**src/tag_cache_pkg.sv**
```systemverilog
package tag_cache_pkg;

	localparam int ADDR_BITS  = 64;
	localparam int INDEX_BITS = 8;   // set index, not part of the tag.
	localparam int TAG_BITS   = ADDR_BITS - INDEX_BITS;
	localparam int LINE_BITS  = 72;  // data word, ecc bits included.
	localparam int ID_BITS    = 16;
	localparam int CNT_BITS   = 16;
	localparam int NUM_CLS    = 4;

	localparam int FIFO_DEPTH = 4;
	localparam int PTR_BITS   = $clog2(FIFO_DEPTH);
	localparam int OCC_BITS   = $clog2(FIFO_DEPTH + 1);

	typedef logic [ADDR_BITS-1:0] addr_t;
	typedef logic [TAG_BITS-1:0]  tag_t;
	typedef logic [LINE_BITS-1:0] line_t;
	typedef logic [ID_BITS-1:0]   req_id_t;
	typedef logic [CNT_BITS-1:0]  cnt_t;
	typedef logic [1:0]           cls_t;
	typedef logic [NUM_CLS-1:0]   cls_mask_t;  // one bit per class code.

	localparam cls_t CLS_RHIT  = 2'd0;
	localparam cls_t CLS_RMISS = 2'd1;
	localparam cls_t CLS_WHIT  = 2'd2;
	localparam cls_t CLS_WMISS = 2'd3;

	// write flag on top, 81 bits in all.
	typedef struct packed {
		logic    is_write;
		req_id_t id;
		addr_t   addr;
	} req_t;

	typedef struct packed {
		cls_t    cls;
		req_id_t id;
		line_t   data;
	} result_t;

	typedef enum logic {CMP_IDLE, CMP_RESULT} cmp_state_e;

endpackage

```
**src/req_fifo.sv**
```systemverilog
`timescale 1ns/100ps

module req_fifo (
	input  logic                clk,
	input  logic                rst_n,
	input  logic                push_i,
	input  tag_cache_pkg::req_t req_i,
	input  logic                pop_i,
	output tag_cache_pkg::req_t head_o,
	output logic                empty_o,
	output logic                full_o
);
	import tag_cache_pkg::*;

	typedef logic [PTR_BITS-1:0] ptr_t;
	typedef logic [OCC_BITS-1:0] occ_t;

	req_t mem [FIFO_DEPTH];
	ptr_t wr_ptr;
	ptr_t rd_ptr;
	occ_t count;
	logic do_push;
	logic do_pop;

	// wraps at the last entry, depth need not be a power of two.
	function automatic ptr_t ptr_next(input ptr_t p);
		ptr_t n;
		if (p == ptr_t'(FIFO_DEPTH - 1))
			n = '0;
		else
			n = p + 1'b1;
		return n;
	endfunction

	assign empty_o = (count == '0);
	assign full_o  = (count == occ_t'(FIFO_DEPTH));

	assign do_push = push_i && !full_o;  // dropped when full.
	assign do_pop  = pop_i && !empty_o;

	always_ff @(posedge clk) begin
		if (do_push)
			mem[wr_ptr] <= req_i;
	end

	always_ff @(posedge clk) begin
		if (!rst_n) begin
			wr_ptr <= '0;
			rd_ptr <= '0;
			count  <= '0;
		end else begin
			if (do_push)
				wr_ptr <= ptr_next(wr_ptr);
			if (do_pop)
				rd_ptr <= ptr_next(rd_ptr);

			// push and pop together keep the count.
			case ({do_push, do_pop})
				2'b10: count <= count + 1'b1;
				2'b01: count <= count - 1'b1;
				default: count <= count;
			endcase
		end
	end

	// oldest entry, valid when not empty.
	assign head_o = mem[rd_ptr];

endmodule

```
**src/result_router.sv**
```systemverilog
`timescale 1ns/100ps

module result_router (
	input  logic                      clk,
	input  logic                      rst_n,
	input  tag_cache_pkg::result_t    result_i,
	input  logic                      result_valid_i,

	output tag_cache_pkg::line_t      r_hit_data_o,
	output tag_cache_pkg::line_t      r_miss_data_o,
	output tag_cache_pkg::line_t      w_hit_data_o,
	output tag_cache_pkg::line_t      w_miss_data_o,

	output tag_cache_pkg::cls_mask_t  res_strobe_o,
	output tag_cache_pkg::req_id_t    res_id_o,
	output tag_cache_pkg::cnt_t       hit_cnt_o,
	output tag_cache_pkg::cnt_t       miss_cnt_o
);
	import tag_cache_pkg::*;

	line_t     port_q [NUM_CLS];  // indexed by class code.
	cls_mask_t strobe_q;
	req_id_t   id_q;
	cnt_t      hit_q;
	cnt_t      miss_q;
	logic      is_hit;

	assign is_hit = (result_i.cls == CLS_RHIT) || (result_i.cls == CLS_WHIT);

	always_ff @(posedge clk) begin
		if (!rst_n) begin
			for (int i = 0; i < NUM_CLS; i++)
				port_q[i] <= '0;
			strobe_q <= '0;
			id_q     <= '0;
			hit_q    <= '0;
			miss_q   <= '0;
		end else begin
			strobe_q <= '0;  // pulse lasts one cycle.
			if (result_valid_i) begin
				// selected port loads, the rest clear.
				for (int i = 0; i < NUM_CLS; i++)
					port_q[i] <= (result_i.cls == cls_t'(i)) ? result_i.data : '0;
				strobe_q <= cls_mask_t'(1) << result_i.cls;
				id_q     <= result_i.id;
				if (is_hit)
					hit_q <= hit_q + 1'b1;  // wraps.
				else
					miss_q <= miss_q + 1'b1;
			end
		end
	end

	assign r_hit_data_o  = port_q[CLS_RHIT];
	assign r_miss_data_o = port_q[CLS_RMISS];
	assign w_hit_data_o  = port_q[CLS_WHIT];
	assign w_miss_data_o = port_q[CLS_WMISS];

	assign res_strobe_o = strobe_q;
	assign res_id_o     = id_q;
	assign hit_cnt_o    = hit_q;
	assign miss_cnt_o   = miss_q;

endmodule

```
**src/tag_cache_top.sv**
```systemverilog
`timescale 1ns/100ps

module tag_cache_top (
	input  logic                      clk,
	input  logic                      rst_n,

	// request push side.
	input  logic                      req_push_i,
	input  tag_cache_pkg::req_t       req_i,
	output logic                      req_full_o,

	// R channel.
	input  tag_cache_pkg::line_t      rdata_i,
	input  tag_cache_pkg::tag_t       rtag_i,
	input  logic                      rvalid_i,
	output logic                      rready_o,

	output tag_cache_pkg::line_t      r_hit_data_o,
	output tag_cache_pkg::line_t      r_miss_data_o,
	output tag_cache_pkg::line_t      w_hit_data_o,
	output tag_cache_pkg::line_t      w_miss_data_o,

	output tag_cache_pkg::cls_mask_t  res_strobe_o,
	output tag_cache_pkg::req_id_t    res_id_o,
	output tag_cache_pkg::cnt_t       hit_cnt_o,
	output tag_cache_pkg::cnt_t       miss_cnt_o
);
	import tag_cache_pkg::*;

	req_t    head;
	logic    empty;
	logic    pop;
	result_t result;
	logic    result_valid;

	req_fifo u_req_fifo (
		.clk     (clk),
		.rst_n   (rst_n),
		.push_i  (req_push_i),
		.req_i   (req_i),
		.pop_i   (pop),
		.head_o  (head),
		.empty_o (empty),
		.full_o  (req_full_o)
	);

	tag_compare u_tag_compare (
		.clk            (clk),
		.rst_n          (rst_n),
		.head_i         (head),
		.empty_i        (empty),
		.rdata_i        (rdata_i),
		.rtag_i         (rtag_i),
		.rvalid_i       (rvalid_i),
		.rready_o       (rready_o),
		.pop_o          (pop),
		.result_o       (result),
		.result_valid_o (result_valid)
	);

	result_router u_result_router (
		.clk            (clk),
		.rst_n          (rst_n),
		.result_i       (result),
		.result_valid_i (result_valid),
		.r_hit_data_o   (r_hit_data_o),
		.r_miss_data_o  (r_miss_data_o),
		.w_hit_data_o   (w_hit_data_o),
		.w_miss_data_o  (w_miss_data_o),
		.res_strobe_o   (res_strobe_o),
		.res_id_o       (res_id_o),
		.hit_cnt_o      (hit_cnt_o),
		.miss_cnt_o     (miss_cnt_o)
	);

endmodule

```
**src/tag_compare.sv**
```systemverilog
`timescale 1ns/100ps

module tag_compare (
	input  logic                   clk,
	input  logic                   rst_n,

	// oldest queued request.
	input  tag_cache_pkg::req_t    head_i,
	input  logic                   empty_i,

	// R channel.
	input  tag_cache_pkg::line_t   rdata_i,
	input  tag_cache_pkg::tag_t    rtag_i,
	input  logic                   rvalid_i,
	output logic                   rready_o,

	output logic                   pop_o,
	output tag_cache_pkg::result_t result_o,
	output logic                   result_valid_o
);
	import tag_cache_pkg::*;

	cmp_state_e state;
	cmp_state_e state_n;
	tag_t       head_tag;
	logic       tag_match;
	logic       accept;
	cls_t       cls;
	result_t    result_q;

	assign head_tag  = head_i.addr[ADDR_BITS-1:INDEX_BITS];
	assign tag_match = (head_tag == rtag_i);

	// only take a beat when a request is there to pair it with.
	assign rready_o = (state == CMP_IDLE) && !empty_i;
	assign accept   = rvalid_i && rready_o;
	assign pop_o    = accept;

	always_comb begin
		case ({head_i.is_write, tag_match})
			2'b01: cls = CLS_RHIT;
			2'b00: cls = CLS_RMISS;
			2'b11: cls = CLS_WHIT;
			default: cls = CLS_WMISS;
		endcase
	end

	always_comb begin
		state_n = state;
		case (state)
			CMP_IDLE: begin
				if (accept)
					state_n = CMP_RESULT;
			end
			CMP_RESULT: begin
				state_n = CMP_IDLE;  // single result cycle.
			end
			default: begin
				state_n = CMP_IDLE;
			end
		endcase
	end

	always_ff @(posedge clk) begin
		if (!rst_n)
			state <= CMP_IDLE;
		else
			state <= state_n;
	end

	always_ff @(posedge clk) begin
		if (accept) begin
			result_q.cls  <= cls;
			result_q.id   <= head_i.id;
			result_q.data <= rdata_i;  // word passes through unchanged.
		end
	end

	assign result_o       = result_q;
	assign result_valid_o = (state == CMP_RESULT);

endmodule

```
**config.mk**
```make
export PLATFORM = sky130hd
export DESIGN_NAME = tag_cache_top
export DESIGN_NICKNAME = d
export VERILOG_FILES = /design/src/tag_cache_pkg.sv /design/src/req_fifo.sv /design/src/result_router.sv /design/src/tag_cache_top.sv /design/src/tag_compare.sv
export SDC_FILE = /design/constraint.sdc
export NUM_CORES = 1
export LEC_CHECK = 0
export CORE_MARGIN = 10
export CORE_UTILIZATION = 57
export DETAILED_ROUTE_END_ITERATION = 7
export DONT_BUFFER_PORTS = 1
export GPL_TIMING_DRIVEN = 0
export PLACE_DENSITY = 0.7
export RECOVER_POWER = 100
export REMOVE_ABC_BUFFERS = 1
export SYNTH_ARGS = -nofsm -noshare
export SYNTH_HDL_FRONTEND = slang
export SYNTH_SLANG_ARGS = --single-unit
```
**constraint.sdc**
```tcl
create_clock -name clk -period 9.78 [get_ports clk]
set_input_delay 0.489 -clock clk [delete_from_list [all_inputs] [get_ports clk]]
set_output_delay 0.489 -clock clk [all_outputs]
set_load 0.05 [all_outputs]
```
; ---- Word-level counts from Yosys, hierarchy flattened
; Memory sizes are Yosys's and may differ from the RTL's. A register that Yosys moved wholly into a read port is not among the register bits.
; Index checks and enable logic that the tools add are counted.
[totals]
memories = 2
ram_bits = 612
register_bits = 150
romBits = 0
latch_bits = 0
input_bits = 213
[classes]
n_lt_le_gt_ge = 0
shifts = 1
bitwise_logic = 6
n_mul = 0
addsub = 6
eq_ne = 11
muxes = 22
n_div = 0
n_reduce_logical = 14
[mem_list]
columns = name, words, word_bits, rd, rd_clocked_by_memory_dff, write_ports, line_no
row1 = u_req_fifo.mem, 4, 81, 1, 1, 1, req_fifo.sv:18  ; req_t mem [FIFO_DEPTH];
row2 = u_result_router.port_q, 4, 72, 4, 0, 4, result_router.sv:21  ; line_t port_q [NUM_CLS];
[ops]
columns = operator, count
row1 = $mux W72, 8
row2 = $eq A56 B56 Y1, 1
row3 = $add A16 B1 Y16 const B, 2
row4 = $eq A2 B2 Y1 const B, 6
row5 = $mux W2, 4
row6 = $mux W1, 7
row7 = $eq A2 B1 Y1 const B, 3
row8 = $pmux W2 S3, 1
row9 = $pmux W3 S2, 1
row10 = $reduce_and A2 Y1, 3
row11 = $add A2 B1 Y2 const B, 2
row12 = $logic_and A1 B1 Y1, 4
row13 = $logic_not A2 Y1, 2
row14 = $or A1 B1 Y1, 4
row15 = $shl A1 B2 Y4 const A, 1
row16 = $add A3 B1 Y3 const B, 1
row17 = $eq A3 B3 Y1 const B, 1
row18 = $logic_not A3 Y1, 1
row19 = $sub A3 B1 Y3 const B, 1
row20 = $logic_not A1 Y1, 2
row21 = $not A1 Y1, 2
row22 = $pmux W1 S2, 1
row23 = $reduce_bool A2 Y1, 1
row24 = $logic_or A1 B1 Y1, 1

; ---- Depth between registers and ports, before layout
[depth]
word_depth = 7
mapped_depth = 10

; ---- By module
; Synthesis repeated with hierarchy kept, for this count alone.
[hier_totals]
cells_unflattened = 1489
hier_area_um2 = 28319.7
[by_module_without_submodules]
columns = module, n_inst, area_per_inst_um2, cells_each, seq_area_each_um2
row1 = result_router, 1, 12707.2, 840, 9689.3
row2 = req_fifo, 1, 12263.0, 479, 9909.5
row3 = tag_compare, 1, 3349.5, 170, 2722.6

; ---- Least setup slack after synthesis
; Ideal clock, no wire load.
[synth_path]
path_type = reg-to-reg
from = register u_tag_compare.state, in the netlist u_tag_compare.result_valid_o
to = memory u_result_router.port_q[0][0] in the netlist's numbering, enable pin
required_ns = 9.077
period_less_slack_ns = 8.698
arrival_time_ns = 7.995
stages_incl_launch_ff = 4
setup_slack_ns = 1.082
path_cell_list = dfxtp_1 > buf_2 > buf_1 > nand2b_1
[synth_lines]
columns = element, line_no
row1 = from (decl), tag_compare.sv:23  ; cmp_state_e state;
row2 = from (signal assigned), tag_compare.sv:68  ; state <= state_n;
row3 = to (decl), result_router.sv:21

==> results.yml <==
outcome:
  status: "finished, violations left"
  violations: "max-capacitance violations, max-slew violations"
floorplanning:
  dieArea_um2: 56590
  dieHeight_um: 237.9
  initial_core_util_pct: 57.87
  die-width_um: 237.9
  coreArea_um2: 46750
  num_rows: 79
  ioPinCount: 555
sta:
  hold_viol: 0
  slew_headroom_pct: -158.9
  clock-skew-final_ns: 0.01296
  fin_crit_sh_pct: 60.44
  rsz0062_at_grt: "false"
  min_period_ns: 5.911
  fin_setup_tns_ns: 0
  clock.fmax_mhz: 169.2
  holdWs_ns: 0.04695
  worstMarginPinSlew_ns: 3.883
  slew_violations: 633
  finalSetupViolations: 0
clock_tree:
  cts_sinks: 732
  post-cts-setup-buffers: 0
  cts_made_buffers: 72
  clkLatencyLatePin_ns: 0.60
  cts_tree: "done"
  clk_path_buf_depth: 3
  htree_levels: 3
  clk_pin_slew_ns: 0.06
  cts_root_buf: "clkbuf_16"
  cts-resized-gates: 0
  hold_buffers: 149
cells_and_area:
  finalNonFillerCells: 2287
  nNetsFinal: 1837
  num-fill-cells: 2917
  syn2layout_area_growth_pct: 16.97
  layout-drive-gt1-share_pct: 10.78
worst_hold_path:
  whs_path_depth: 1
  hold_class: "in -> reg"
  min_to: "u_result_router.res_id_o[3]$_SDFFE_PN0P_"
  min_from: "rst_n"
synth:
  ys_seq_elements: 732
  syn_area_per_cell_um2: 18.94
  ys_warn_count: 0
  yosysUniqueCellTypes: 30
  seq_area_frac_synth_pct: 78.94
  syn_area_um2: 27060
  synthCells: 1429
setup_path:
  r2r_end: "u_result_router.port_q[1][35]$_SDFFCE_PN0P_"
  critical-path-top-delay-family: "buffers and inverters"
  end_kind: "register"
  crit_type: "reg -> reg"
  crit_buf_inv: 2
  start_kind: "register"
  cp_max_fo: 76
  rr_startpoint: "u_tag_compare.result_valid_o$_SDFF_PP0_"
  crit_path_cell_trace: "nand2b_1, clkbuf_1, buf_16"
  slowest_delay_ns: 2.79
  cp_slowest_cell: "clkbuf_1"
  r2r_cells: 3
  cp_data_arrival_time_ns: 6.16
  required_ns: 10.03
  ff2ff_setup_slack_ns: 3.87
drt:
  drt_first_pass_iters: 5
  drc: 0
  viasPerCell: 5.772
  vias: 13200
  first_iter_violations: 1078
  wl_um: 65800
  antenna_left: 0
  routedWlPerCell_um: 28.77
power:
  p_leak_nw: 10.50
  irDropWorstVdd_uv: 203.2
  p_per_area_nw_per_um2: 264.6
global_routing:
  grt_pass1_vias: 13240
  antenna_found_initial: 13
  grt_pass1_wl_um: 93870
  grt_overflow_total: 0
  track_usage_pct: 22.73
  grt_max_degree: 77
placed_design:
  dp_hpwl_um: 44650
  gp_congestion: 0.8278
  dpl.cell_count: 1999
  io_buffers: 0
run:
  max-cap-violations: 14
## worst max-delay path by stage
stage / startpoint / endpoint / cells after the start
2_1_floorplan: u_tag_compare.result_valid_o$_SDFF_PP0_ / u_result_router.port_q[0][0]$_SDFFCE_PN0P_ / 1
3_3_place_gp: u_tag_compare.result_valid_o$_SDFF_PP0_ / u_result_router.port_q[0][38]$_SDFFCE_PN0P_ / 1
3_5_place_dp: u_tag_compare.result_valid_o$_SDFF_PP0_ / u_req_fifo.count[2]$_SDFFE_PN0P_ / 8
4_1_cts: u_tag_compare.result_valid_o$_SDFF_PP0_ / u_req_fifo.count[2]$_SDFFE_PN0P_ / 8
5_1_grt: register / u_tag_compare.result_o[88]$_SDFFCE_PN1N_ / 7
6_report: u_tag_compare.result_valid_o$_SDFF_PP0_ / u_result_router.port_q[1][35]$_SDFFCE_PN0P_ / 3
## cells in the mapped netlist (all sizes together)
library cell  count  share of area (%)
nor3              4              0.074
o21ai            11               0.20
or3              11               0.25
and3              7               0.16
nor4              5               0.12
nand4            23               0.53
clkbuf           43               0.60
nor2              6              0.083
nor2b            21               0.49
and4b             1              0.037
and4              2              0.065
xnor2            71                2.3
inv              12               0.17
buf              13               0.33
dfxtp            62                4.6
nand2b            3              0.069
xor2              7               0.23
and2            317                7.3
nor3b             1              0.046
fa                1              0.074
nand2            17               0.24
mux4             73                6.1
edfxtp          670                 74
nand3             7               0.13
ha                8               0.37
mux2i            20               0.74
a21boi           13               0.36
## state kept, by name, summed over array words and instances (netlist names), named ones only
name	flops
u_result_router.port_q	288
u_result_router.res_id_o	16
u_tag_compare.result_valid_o	1
u_result_router.hit_cnt_o	16
u_req_fifo.wr_ptr	2
u_result_router.miss_cnt_o	16
u_req_fifo.count	3
u_req_fifo.rd_ptr	2
u_result_router.res_strobe_o	4
u_req_fifo.mem	292
u_tag_compare.result_o	90
## where the power goes
group | switching, mW | leakage, nW | internal (mW) | total [mW]
clock | 1.12 | 1.15 | 1.63 | 2.75
sequential | 0.833 | 7.02 | 3.92 | 4.76
combinational | 0.483 | 2.34 | 0.388 | 0.871
total | 2.43 | 10.5 | 5.94 | 8.37
## worst reg2reg max path, delay by kind of cell, from the launching register on
kind | cells | cell delay (ns)
AND/OR/NAND/NOR | 1 | 1.17
buffers and inverters | 2 | 3.19
flip-flops | 1 | 1.13
## through the flow
stage / util [%] / total power [mW] / setup WS (ns) / cell area [µm²]
2_1_floorplan: - / 5.347 / 1.220 / 26810
3_3_place_gp: 58.96 / 5.705 / -1.434 / 27570
3_5_place_dp: 60.05 / 5.639 / 6.300 / 28070
4_1_cts: 68.29 / 8.447 / 6.277 / 31930
5_1_grt: 67.69 / 8.656 / 3.374 / 31650
6_report: 67.69 / 8.375 / 3.869 / 31650
## cell families (layout without fill, tap and decap cells)
logic type | after synthesis | count (layout) | share of synthesized area [%]
AO/OA/AOI/OAI | 24 | 24 | 0.5641
XOR/XNOR | 78 | 78 | 2.525
adder cells (fa/ha/maj) | 9 | 9 | 0.4439
buffers and inverters | 68 | 308 | 1.091
flip-flops | 732 | 732 | 78.94
multiplexers | 93 | 93 | 6.816
other | 0 | 11 | 0
AND/OR/NAND/NOR | 425 | 425 | 9.618
## routing by layer
layer / vias up / GRT usage (%) / part of all wire [%]
met5: - / 0 / 0.029
met4: 4 / 8.681 / 3.3
met3: 102 / 8.794 / 10
met2: 606 / 38.62 / 51
met1: 6742 / 25.66 / 35
li1: 5746 / - / -
## placed cells by master (no fill, tap or decap), types with 6 or more instances in the layout
| cell | n |
|---|---|
| xnor2_1 | 71 |
| nand4_1 | 23 |
| or3_1 | 11 |
| o21ai_0 | 11 |
| diode_2 | 11 |
| and2_0 | 200 |
| inv_1 | 12 |
| a21boi_0 | 13 |
| nor2_1 | 6 |
| nand2_1 | 17 |
| ha_1 | 8 |
| clkbuf_16 | 76 |
| clkbuf_1 | 25 |
| mux2i_1 | 20 |
| clkinv_1 | 16 |
| dlygate4sd3_1 | 149 |
| clkinv_2 | 7 |
| nor2b_1 | 21 |
| dfxtp_1 | 61 |
| edfxtp_1 | 670 |
| mux4_2 | 73 |
| and2_1 | 117 |
| bufinv_16 | 7 |
| xor2_1 | 7 |
| nand3_1 | 7 |
| and3_1 | 7 |
## cell type report
class                      instances  area, µm²  area share (%)
multi-input combinational        629       5398           17.05
timing repair buffer             168       1690           5.341
inverter                          12      45.04          0.1423
clock inverter                    36      362.8           1.146
tap                              607      759.5           2.400
clock buffer                      92       2002           6.325
antenna                           11      27.53         0.08697
sequential                       732      21360           67.50
No activity file was read; power rests on OpenSTA's default activity.
